<file path="src/verilog/uart_config.svh">
// ==========================================================================
// Build-time settings of the UART. Baud rate is fixed here, frame is 8N1.
// UART_TICK_DIV must come out as a whole number of at least 1
// ==========================================================================
`ifndef UART_CONFIG_SVH
`define UART_CONFIG_SVH

// System clock in Hz
`define UART_CLK_FREQ 1000000

// Serial line rate in bits per second
`define UART_BAUD 62500

// Processor bus
`define UART_ADDR_W 16
`define UART_BASE_ADDR 16'hFF10

// Ticks per bit on the line
`define UART_OVERSAMPLE 4

// Clock cycles between two oversample ticks
`define UART_TICK_DIV (`UART_CLK_FREQ / (`UART_OVERSAMPLE * `UART_BAUD))

`endif

</file>
<file path="src/verilog/uart_reg_pkg.sv">
// ==========================================================================
// Register map of the UART, four byte registers from the base address.
// STATUS error bits are write-1-to-clear, the other bits read only
// ==========================================================================
package uart_reg_pkg;

    // Offset of each register from the base address
    typedef enum logic [1:0] {
        STATUS  = 2'd0,   // Flags, write 1 clears errors
        TX_DATA = 2'd1,   // Write launches a byte
        RX_DATA = 2'd2,   // Read frees the holding register
        CONTROL = 2'd3    // Interrupt enable
    } reg_offset_t;

    // Bit positions inside STATUS
    typedef enum logic [2:0] {
        TX_READY  = 3'd0,
        RX_VALID  = 3'd1,
        OVERRUN   = 3'd2,
        FRAME_ERR = 3'd3
    } status_bit_e;

    // Receive interrupt enable within CONTROL
    localparam int CTRL_RX_IE = 0;

endpackage

</file>
<file path="src/verilog/uart_line_pkg.sv">
// ==========================================================================
// Serial line types shared by the transmit and receive sequencers.
// Frame is fixed at 8 data bits, no parity, one stop bit
// ==========================================================================
package uart_line_pkg;

    localparam int DATA_BITS = 8;

    // Bit currently on the tx line
    typedef enum logic [1:0] {
        TX_IDLE,
        TX_START,
        TX_DATA,
        TX_STOP
    } tx_state_t;

    // Bit the receiver expects next
    typedef enum logic [1:0] {
        RX_IDLE,
        RX_START,
        RX_DATA,
        RX_STOP
    } rx_state_t;

endpackage

</file>
<file path="src/verilog/uart_byte_if.sv">
// ==========================================================================
// One byte plus credit handshake between the register block and an engine.
// Only the sending side of a link drives data and push
// ==========================================================================
`timescale 1ns/1ns

interface uart_byte_if;

    logic [7:0] data;
    logic       push;        // One cycle, data valid
    logic       credit;      // Level, the sender may push
    logic       done;        // One cycle, credit return or frame end
    logic       frame_err;   // One cycle, bad stop bit

    // Engine sends on the receive link and returns done on the transmit link
    modport engine (output data, push, done, frame_err, input credit);

    // Register block sends on the transmit link and grants credit on both
    modport regs (output data, push, credit, input done, frame_err);

endinterface

</file>
<file path="src/verilog/baud_tick_gen.sv">
// ==========================================================================
// Oversample tick, one cycle wide every UART_TICK_DIV clocks.
// Counting starts at reset release, so tick phase follows reset
// ==========================================================================
`timescale 1ns/1ns
`include "uart_config.svh"

module baud_tick_gen (
    input  logic clk,
    input  logic reset,
    output logic tick
);

    localparam int DIV = `UART_TICK_DIV;
    localparam int CW  = (DIV > 1) ? $clog2(DIV) : 1;

    logic [CW-1:0] count;

    always_ff @(posedge clk)
    begin
        if (!reset)
        begin
            count <= '0;
            tick  <= 1'b0;
        end
        else if (count == CW'(DIV - 1))
        begin
            count <= '0;   // Wrap
            tick  <= 1'b1;
        end
        else
        begin
            count <= count + 1'b1;
            tick  <= 1'b0;
        end
    end

    // With a real divider the engines rely on isolated ticks
    if (DIV > 1)
    begin : g_tick_check
        a_single_tick: assert property (@(posedge clk) disable iff (!reset)
            tick |=> !tick);
    end

endmodule

</file>
<file path="src/verilog/uart_tx_fsm.sv">
// ==========================================================================
// Transmit sequencer. Start bit waits for the next bit boundary, so the
// line may stay idle up to one bit after push. Frame is 10 bits, LSB first
// ==========================================================================
`timescale 1ns/1ns
`include "uart_config.svh"

module uart_tx_fsm (
    input  logic      clk,
    input  logic      reset,
    input  logic      tick,
    uart_byte_if.engine link,
    output logic      tx
);

    localparam int OS = `UART_OVERSAMPLE;
    localparam int PW = $clog2(OS);

    uart_line_pkg::tx_state_t state;
    logic [PW-1:0] phase;      // Free-running position within a bit
    logic [2:0]    bit_idx;
    logic [7:0]    shift;
    logic          loaded;     // Byte waiting for the next boundary
    logic          boundary;

    assign boundary = tick && (phase == PW'(OS - 1));

    always_ff @(posedge clk)
    begin
        if (!reset)
        begin
            state     <= uart_line_pkg::TX_IDLE;
            phase     <= '0;
            bit_idx   <= '0;
            loaded    <= 1'b0;
            tx        <= 1'b1;
            link.done <= 1'b0;
        end
        else
        begin
            link.done <= 1'b0;
            if (tick)
                phase <= phase + 1'b1;
            if (link.push)
                loaded <= 1'b1;
            if (boundary)
            begin
                case (state)
                    uart_line_pkg::TX_IDLE:
                        if (loaded)
                        begin
                            tx     <= 1'b0;   // Start bit
                            loaded <= 1'b0;
                            state  <= uart_line_pkg::TX_START;
                        end
                    uart_line_pkg::TX_START:
                    begin
                        tx      <= shift[0];
                        bit_idx <= '0;
                        state   <= uart_line_pkg::TX_DATA;
                    end
                    uart_line_pkg::TX_DATA:
                        if (bit_idx == 3'(uart_line_pkg::DATA_BITS - 1))
                        begin
                            tx    <= 1'b1;    // Stop bit
                            state <= uart_line_pkg::TX_STOP;
                        end
                        else
                        begin
                            tx      <= shift[0];
                            bit_idx <= bit_idx + 1'b1;
                        end
                    default:
                    begin
                        link.done <= 1'b1;    // Stop bit over, credit back
                        state     <= uart_line_pkg::TX_IDLE;
                    end
                endcase
            end
        end
    end

    // Payload shifts out one bit per data boundary
    always_ff @(posedge clk)
    begin
        if (link.push)
            shift <= link.data;
        else if (boundary && (state != uart_line_pkg::TX_IDLE))
            shift <= shift >> 1;
    end

    // A push outside idle means the register block broke the credit rule
    // Credit is taken in the same edge that raises push, so it is seen one cycle back
    a_push_idle: assert property (@(posedge clk) disable iff (!reset)
        link.push |-> (state == uart_line_pkg::TX_IDLE) && !loaded && $past(link.credit));

endmodule

</file>
<file path="src/verilog/uart_rx_fsm.sv">
// ==========================================================================
// Receive sequencer. Start bit is confirmed at mid-bit, data and stop bit
// are sampled once each. It never stalls, a byte without credit is dropped
// ==========================================================================
`timescale 1ns/1ns
`include "uart_config.svh"

module uart_rx_fsm (
    input  logic      clk,
    input  logic      reset,
    input  logic      tick,
    input  logic      rx,
    uart_byte_if.engine link
);

    localparam int OS = `UART_OVERSAMPLE;
    localparam int PW = $clog2(OS);

    uart_line_pkg::rx_state_t state;
    logic          rx_meta;
    logic          rx_s;       // Synchronised line
    logic [PW-1:0] cnt;        // Ticks since the last sample
    logic [2:0]    bit_idx;
    logic [7:0]    shift;
    logic          sample;

    // Start check lands half a bit in, the rest one bit apart
    assign sample = tick && ((state == uart_line_pkg::RX_START)
                             ? (cnt == PW'(OS / 2 - 1))
                             : (cnt == PW'(OS - 1)));

    assign link.data = shift;  // Stable until the next frame's data bits

    always_ff @(posedge clk)
    begin
        if (!reset)
        begin
            rx_meta        <= 1'b1;
            rx_s           <= 1'b1;
            state          <= uart_line_pkg::RX_IDLE;
            cnt            <= '0;
            bit_idx        <= '0;
            link.push      <= 1'b0;
            link.done      <= 1'b0;
            link.frame_err <= 1'b0;
        end
        else
        begin
            rx_meta        <= rx;
            rx_s           <= rx_meta;
            link.push      <= 1'b0;
            link.done      <= 1'b0;
            link.frame_err <= 1'b0;
            if (tick)
                cnt <= sample ? '0 : cnt + 1'b1;
            case (state)
                uart_line_pkg::RX_IDLE:
                    if (tick && !rx_s)
                    begin
                        cnt   <= '0;
                        state <= uart_line_pkg::RX_START;
                    end
                uart_line_pkg::RX_START:
                    if (sample)
                    begin
                        bit_idx <= '0;
                        state   <= rx_s ? uart_line_pkg::RX_IDLE   // Glitch
                                        : uart_line_pkg::RX_DATA;
                    end
                uart_line_pkg::RX_DATA:
                    if (sample)
                    begin
                        bit_idx <= bit_idx + 1'b1;
                        if (bit_idx == 3'(uart_line_pkg::DATA_BITS - 1))
                            state <= uart_line_pkg::RX_STOP;
                    end
                default:
                    if (sample)
                    begin
                        link.push      <= rx_s && link.credit;
                        link.done      <= rx_s;       // Good frame, pushed or not
                        link.frame_err <= !rx_s;
                        state          <= uart_line_pkg::RX_IDLE;
                    end
            endcase
        end
    end

    // Data bits enter at the top, LSB arrives first
    always_ff @(posedge clk)
    begin
        if (sample && (state == uart_line_pkg::RX_DATA))
            shift <= {rx_s, shift[7:1]};
    end

    a_push_xor_err: assert property (@(posedge clk) disable iff (!reset)
        !(link.push && link.frame_err));

endmodule

</file>
<file path="src/verilog/uart_regs.sv">
// ==========================================================================
// Bus registers of the UART. Reads are combinational and return zero off
// the window. Writes to TX_DATA without TX_READY are dropped
// ==========================================================================
`timescale 1ns/1ns
`include "uart_config.svh"

module uart_regs (
    input  logic                    clk,
    input  logic                    reset,
    input  logic                    enable,
    input  logic                    write_en,
    input  logic [`UART_ADDR_W-1:0] addr,
    input  logic [7:0]              data_in,
    output logic [7:0]              data_out,
    output logic                    interrupt,
    uart_byte_if.regs               tx_link,
    uart_byte_if.regs               rx_link
);

    logic [`UART_ADDR_W-1:0]  rel_addr;
    logic                     sel;
    uart_reg_pkg::reg_offset_t offset;
    logic                     wr_status;
    logic                     wr_tx;
    logic                     rd_rx;
    logic                     tx_credit;
    logic                     rx_valid;
    logic [7:0]               rx_hold;
    logic                     overrun;
    logic                     frame_err;
    logic                     rx_ie;
    logic [7:0]               status;

    // Below the base the difference wraps high and falls outside
    assign rel_addr  = addr - `UART_BASE_ADDR;
    assign sel       = enable && (rel_addr < `UART_ADDR_W'(4));
    assign offset    = uart_reg_pkg::reg_offset_t'(rel_addr[1:0]);
    assign wr_status = sel && write_en && (offset == uart_reg_pkg::STATUS);
    assign wr_tx     = sel && write_en && (offset == uart_reg_pkg::TX_DATA) && tx_credit;
    assign rd_rx     = sel && !write_en && (offset == uart_reg_pkg::RX_DATA);

    assign tx_link.credit = tx_credit;
    assign rx_link.credit = !rx_valid;   // One-deep holding register

    always_ff @(posedge clk)
    begin
        if (!reset)
        begin
            tx_credit      <= 1'b1;
            tx_link.push   <= 1'b0;
            rx_valid       <= 1'b0;
            overrun        <= 1'b0;
            frame_err      <= 1'b0;
            rx_ie          <= 1'b0;
            interrupt      <= 1'b0;
        end
        else
        begin
            tx_link.push <= wr_tx;
            if (wr_tx)
                tx_credit <= 1'b0;
            else if (tx_link.done)
                tx_credit <= 1'b1;

            if (rx_link.push)
                rx_valid <= 1'b1;
            else if (rd_rx)
                rx_valid <= 1'b0;
            interrupt <= rx_link.push && rx_ie;

            // Sticky errors, a new event wins over the clear
            if (rx_link.done && !rx_link.push)
                overrun <= 1'b1;
            else if (wr_status && data_in[uart_reg_pkg::OVERRUN])
                overrun <= 1'b0;
            if (rx_link.frame_err)
                frame_err <= 1'b1;
            else if (wr_status && data_in[uart_reg_pkg::FRAME_ERR])
                frame_err <= 1'b0;

            if (sel && write_en && (offset == uart_reg_pkg::CONTROL))
                rx_ie <= data_in[uart_reg_pkg::CTRL_RX_IE];
        end
    end

    always_ff @(posedge clk)
    begin
        if (wr_tx)
            tx_link.data <= data_in;
        if (rx_link.push)
            rx_hold <= rx_link.data;
    end

    always_comb
    begin
        status = '0;
        status[uart_reg_pkg::TX_READY]  = tx_credit;
        status[uart_reg_pkg::RX_VALID]  = rx_valid;
        status[uart_reg_pkg::OVERRUN]   = overrun;
        status[uart_reg_pkg::FRAME_ERR] = frame_err;
    end

    always_comb
    begin
        data_out = '0;
        if (sel)
        begin
            case (offset)
                uart_reg_pkg::STATUS:  data_out = status;
                uart_reg_pkg::RX_DATA: data_out = rx_hold;
                uart_reg_pkg::CONTROL: data_out[uart_reg_pkg::CTRL_RX_IE] = rx_ie;
                default:               data_out = '0;   // TX_DATA is write only
            endcase
        end
    end

    // Window by plain compare, independent of the wrapped offset
    a_quiet_bus: assert property (@(posedge clk) disable iff (!reset)
        (!enable || (32'(addr) < 32'(`UART_BASE_ADDR))
                 || (32'(addr) >= 32'(`UART_BASE_ADDR) + 32'd4)) |-> (data_out == 8'h00));

endmodule

</file>
<file path="src/verilog/uart_top.sv">
// ==========================================================================
// UART peripheral top, four byte registers at UART_BASE_ADDR.
// 8N1 only, no FIFO, receive interrupt is a single-cycle pulse
// ==========================================================================
`timescale 1ns/1ns
`include "uart_config.svh"

module uart_top (
    input  logic                    clk,
    input  logic                    reset,
    input  logic                    enable,
    input  logic                    write_en,
    input  logic [`UART_ADDR_W-1:0] addr,
    input  logic [7:0]              data_in,
    output logic [7:0]              data_out,
    output logic                    interrupt,
    input  logic                    rx,
    output logic                    tx
);

    logic tick;

    uart_byte_if tx_link ();
    uart_byte_if rx_link ();

    baud_tick_gen tick_gen (
        .clk   (clk),
        .reset (reset),
        .tick  (tick)
    );

    uart_tx_fsm tx_engine (
        .clk   (clk),
        .reset (reset),
        .tick  (tick),
        .link  (tx_link.engine),
        .tx    (tx)
    );

    uart_rx_fsm rx_engine (
        .clk   (clk),
        .reset (reset),
        .tick  (tick),
        .rx    (rx),
        .link  (rx_link.engine)
    );

    uart_regs regs (
        .clk       (clk),
        .reset     (reset),
        .enable    (enable),
        .write_en  (write_en),
        .addr      (addr),
        .data_in   (data_in),
        .data_out  (data_out),
        .interrupt (interrupt),
        .tx_link   (tx_link.regs),
        .rx_link   (rx_link.regs)
    );

endmodule

</file>
<file path="config.mk">
export PLATFORM = sky130hd
export DESIGN_NAME = uart_top
export DESIGN_NICKNAME = d
export VERILOG_FILES = /design/src/verilog/uart_reg_pkg.sv /design/src/verilog/uart_line_pkg.sv /design/src/verilog/uart_byte_if.sv /design/src/verilog/baud_tick_gen.sv /design/src/verilog/uart_tx_fsm.sv /design/src/verilog/uart_rx_fsm.sv /design/src/verilog/uart_regs.sv /design/src/verilog/uart_top.sv
export VERILOG_INCLUDE_DIRS = /design/src /design/src/verilog
export SDC_FILE = /design/constraint.sdc
export NUM_CORES = 1
export LEC_CHECK = 0
export BUFFER_PORTS_ARGS = -buffer_cell sky130_fd_sc_hd__buf_2
export CAP_MARGIN = 10
export CORE_ASPECT_RATIO = 1.25
export CORE_MARGIN = 5
export CORE_UTILIZATION = 56
export DETAILED_ROUTE_END_ITERATION = 10
export MAX_ROUTING_LAYER = met4
export PLACE_DENSITY = 0.88
export SLEW_MARGIN = 30
export SYNTH_ARGS = -nofsm -noshare
export SYNTH_HDL_FRONTEND = slang
export SYNTH_SLANG_ARGS = --single-unit
</file>
<file path="constraint.sdc">
create_clock -name clk -period 3.29 [get_ports clk]
set_clock_uncertainty 0.15 [all_clocks]
set_input_delay 0.4935 -clock clk [delete_from_list [all_inputs] [get_ports clk]]
set_output_delay 0.4935 -clock clk [all_outputs]
set_load 0.01 [all_outputs]
</file>
Yosys cells after proc, flatten, opt, wreduce, memory -nomap -nowiden
Cells that the tools add are included.
{"block": "word_totals", "register_bits": 64, "out_inout_bits": 10, "elab_cells": 142}
{"block": "op_classes", "add_sub_neg": 6, "order_cmp": 1, "eq_ne": 20, "muxes": 42, "bitwise_logic": 2, "n_reduce_logical": 44}
{"cell": "$mux W2", "n": 12}
{"cell": "$mux W8", "n": 3}
{"cell": "$logic_and A1 B1 Y1", "n": 18}
{"cell": "$reduce_bool A2 Y1", "n": 9}
{"cell": "$mux W1", "n": 17}
{"cell": "$lt A16 B3 Y1 const B", "n": 1}
{"cell": "$sub A16 B16 Y16 const B", "n": 1}
{"cell": "$eq A2 B2 Y1 const B", "n": 7}
{"cell": "$pmux W7 S2", "n": 1}
{"cell": "$ne A2 B1 Y1 const B", "n": 6}
{"cell": "$pmux W2 S3", "n": 2}
{"cell": "$pmux W3 S2", "n": 2}
{"cell": "$reduce_and A3 Y1", "n": 4}
{"cell": "$mux W3", "n": 3}
{"cell": "$eq A2 B1 Y1 const B", "n": 4}
{"cell": "$add A2 B1 Y2 const B", "n": 3}
{"cell": "$add A3 B1 Y3 const B", "n": 2}
{"cell": "$eq A3 B3 Y1 const B", "n": 2}
{"cell": "$logic_not A2 Y1", "n": 3}
{"cell": "$pmux W1 S3", "n": 2}
{"cell": "$reduce_and A5 Y1", "n": 1}
{"cell": "$reduce_or A5 Y1", "n": 1}
{"cell": "$logic_not A1 Y1", "n": 4}
{"cell": "$reduce_bool A3 Y1", "n": 1}
{"cell": "other kinds (5)", "n": 6}

Depth between registers and ports, before layout
{"block": "depth", "word_depth": 8, "mapped_depth": 8}

Least setup slack after synthesis
No wires, ideal clock.
{"block": "synth_path", "path_kind": "input to register", "from": "input port addr[7]", "to": "register regs.tx_link.data[0], enable pin", "setup_ns": 0.386, "t_arrival_ns": 2.181, "path_slack_ns": 0.573, "cell_stages": 4, "path_buffers": 0, "path_cell_list": "or3_4 a2111oi_4 o2111ai_2 nor3_1"}
{"block": "synth_via", "elab_chain_len": 6}
{"element": "start: declaration", "line": "uart_top.sv:13", "text": "input logic [`UART_ADDR_W-1:0] addr,"}
{"element": "$sub A16 B16 Y16 (no source line)"}
{"element": "$lt A16 B3 Y1", "line": "uart_regs.sv:37", "text": "assign sel = enable && (rel_addr < `UART_ADDR_W'(4));"}
{"element": "$logic_and A1 B1 Y1", "line": "uart_regs.sv:37"}
{"element": "$logic_and A1 B1 Y1 (3 in series)", "line": "uart_regs.sv:40", "text": "assign wr_tx = sel && write_en && (offset == uart_reg_pkg::TX_DATA) && tx_credit;"}
{"element": "via regs.wr_tx", "line": "uart_regs.sv:25", "text": "logic wr_tx;"}
{"element": "end signal: assignment", "line": "uart_regs.sv:90", "text": "tx_link.data <= data_in;"}
{"element": "end: declaration", "line": "uart_byte_if.sv:19", "text": "modport regs (output data, push, credit, input done, frame_err);"}
The timed path passes the listed nets, and every way through them passes these cells.
A chain may end at the register's enable or synchronous reset.

Final worst setup path
{"block": "layout_path", "from": "input port addr[7]", "to": "output port data_out[6]"}
{"block": "layout_via", "elab_chain_len": 4}
{"element": "$sub A16 B16 Y16 (no source line)"}
{"element": "$lt A16 B3 Y1", "line": "uart_regs.sv:37"}
{"element": "$logic_and A1 B1 Y1", "line": "uart_regs.sv:37"}
{"element": "$mux W8", "line": "uart_regs.sv:107", "text": "if (sel)"}
{"element": "end: declaration", "line": "uart_top.sv:15", "text": "output logic [7:0] data_out,"}
No other way between the ends.

==> impl_metrics.toml <==
[floorplan]
dieArea_um2 = 6541
die_h_um = 89.19
core_um2 = 4800
start_util_pct = 58.52
io_pins = 39
rows = 28
die_w_um = 73.35

[pwr]
power_per_cell_area_nw_per_um2 = 449.1
power_leakage_nw = 1.186
ir_drop_mv = 0.3471
finalPower_mw = 1.440

[sta]
whs_ns = 0.1928
worst_slew_pin_slew_ns = 0.6066
setup_ws_ns = 0.2991
setup_viol = 0
finalCritPeriodShare_pct = 90.91
fmax_ghz = 0.3343
rsz0062_at_grt = "false"
final_hold_viol_count = 0
slew_viol_final = 0
max_slew_margin_pct = 59.19
tns_ns = 0
period_minus_slack_ns = 2.991

[clock_network]
h-tree-depth = 3
clock_path_buffers = 2
numCtsBuffers = 9
ctsHoldBuffers = 0
cts_tree = "built"
clockRootBuffer = "clkbuf_8"
clock-sinks = 64
path_clk_slew_ns = 0.07
cts_setup_buffers = 0
insertion_delay_ns = 0.33
cts_resized = 0

[layout]
final_cells = 348
fin_nets = 325
drive_above_1_share_pct = 23.61
final_cell_area_um2 = 3207
area_delta_synth_final_pct = 14.16
diodes = 0
final_util_pct = 66.81

[synthesis]
ys_warn_count = 0
yosys-top-cells-count = "32 x dfxtp_1, 32 x edfxtp_1, 19 x nor2_1"
netlist_top_cells_area = "edfxtp_1 34%, dfxtp_1 23%, ha_1 5.8%"
syn_nets = 282
seq_area_frac_synth_pct = 57.02
yosysTopAreaCell = "edfxtp_1"
synth_edf_count = 32
synth_ff_type = "edfxtp_1"
netlist-cell-type-count = 46
netlist_instances = 240
avgSynthCellArea_um2 = 11.70
synth.ff_latch_count = 64
synth_top_area_share_pct = 34.21
syn-cell-area_um2 = 2809
synth_async_sr_flop_share_pct = 0

[detailed_routing]
wl_per_cell_um = 15.70
drtAntennaViolNets = 0
drt_wl_total_um = 5464
drc = 0
first_pass_iters = 4
viasPerCell = 5.793
vias = 2016
drt_first_iter_violations = 220

[placement]
place_inst = 332
dpl.hpwl_um = 3892
portBuffers = 38
gp_congestion = 0.7750
post-place-ws_ns = 0.3077
place_area_um2 = 3055

[setup_path]
worst_ep_required_time_ns = 2.65
end_kind = "output port"
startpoint_type = "primary input"
worstPathArrival_ns = 2.35
cp_max_fo = 6
crit_type = "in -> out"

[grt]
grt_use_total_pct = 19.10
grt_max_degree = 17
gr-total-overflow = 0
first_global_vias = 1988
grt_pass1_wl_um = 9121
antenna_found_initial = 0

[status]
status = "finished, final reports clean"

[flow_run]
cap_viol_max_count = 0

[min_path]
hold_class = "in -> reg"
-- layout by cell type, fill, tap and decap left out, types with 5 or more instances in the layout --
master    netlist  final
mux2_2          9      9
edfxtp_1       32     32
clkbuf_8        0      9
nor3_1          6      6
nor2_1         19     19
nand2_1        12     12
buf_2           0     38
a21oi_1        12     12
nand2b_1        5      5
and2_1          9      9
nor2b_1         5      5
mux2i_1         5      5
ha_1           13     13
dfxtp_1        32     32
inv_1          11     11
o21ai_0        12     12
-- layer usage --
metal	vias up	GRT usage (%)	wire (um)
met5	-	-	0
met4	0	9.885	92
met3	11	5.399	427
met2	84	31.90	2802
met1	950	20.58	2142
li1	971	-	-
-- state kept, by name, summed over array words and instances (netlist names), 2 cells and up --
register / count
rx_engine.bit_idx: 3
rx_engine.state: 2
tx_engine.bit_idx: 3
tx_engine.phase: 2
tx_engine.shift: 8
regs.rx_hold: 8
tx_engine.state: 2
tick_gen.count: 2
rx_engine.link.data: 8
rx_engine.cnt: 2
regs.tx_link.data: 8
-- logic make-up (layout without fill, tap and decap cells) --
group                    after synthesis  count (layout)  share of synthesized area, %
flip-flops                            64              64                         57.02
XOR/XNOR                               2               2                        0.6237
multiplexers                          14              14                         5.390
adder cells (fa/ha/maj)               13              13                         5.791
buffers and inverters                 18              66                         2.406
AND/OR/NAND/NOR                       84              84                         17.64
AO/OA/AOI/OAI                         45              45                         11.14
-- worst paths after layout --
path / cells after the start / start / to / slack (ns)
max: 7 / addr[7] / data_out[6] / 0.30
min: 2 / rx / rx_engine.rx_meta$_SDFF_PN1_ / 0.19
min reg2reg: 1 / rx_engine.rx_meta$_SDFF_PN1_ / rx_engine.rx_s$_SDFF_PN1_ / 0.27
max reg2reg: 7 / rx_engine.state[1]$_SDFFE_PN0P_ / rx_engine.state[1]$_SDFFE_PN0P_ / 1.05
-- layout make-up --
class	count	area (um^2)
inverter	11	41.29
fill	361	1593
timing repair buffer	39	197.7
clock buffer	13	138.9
clock inverter	3	12.51
sequential	64	1602
tap	60	75.07
multi-input combinational	158	1140
-- worst max-delay path, cell delays in order --
cell and delay (ns):
buf_2 0.10, nor4_1 0.56, or4_1 0.21, o2111ai_2 0.23
nor4b_4 0.42, and2_1 0.19, buf_2 0.14
-- report_power, final --
| group | leakage (nW) | total (mW) | internal [mW] | switching, mW |
|---|---|---|---|---|
| sequential | 0.527 | 0.841 | 0.837 | 0.00398 |
| clock | 0.0765 | 0.539 | 0.268 | 0.271 |
| combinational | 0.583 | 0.0601 | 0.0267 | 0.0334 |
| total | 1.19 | 1.44 | 1.13 | 0.308 |
No activity file was read; power rests on OpenSTA's default activity.
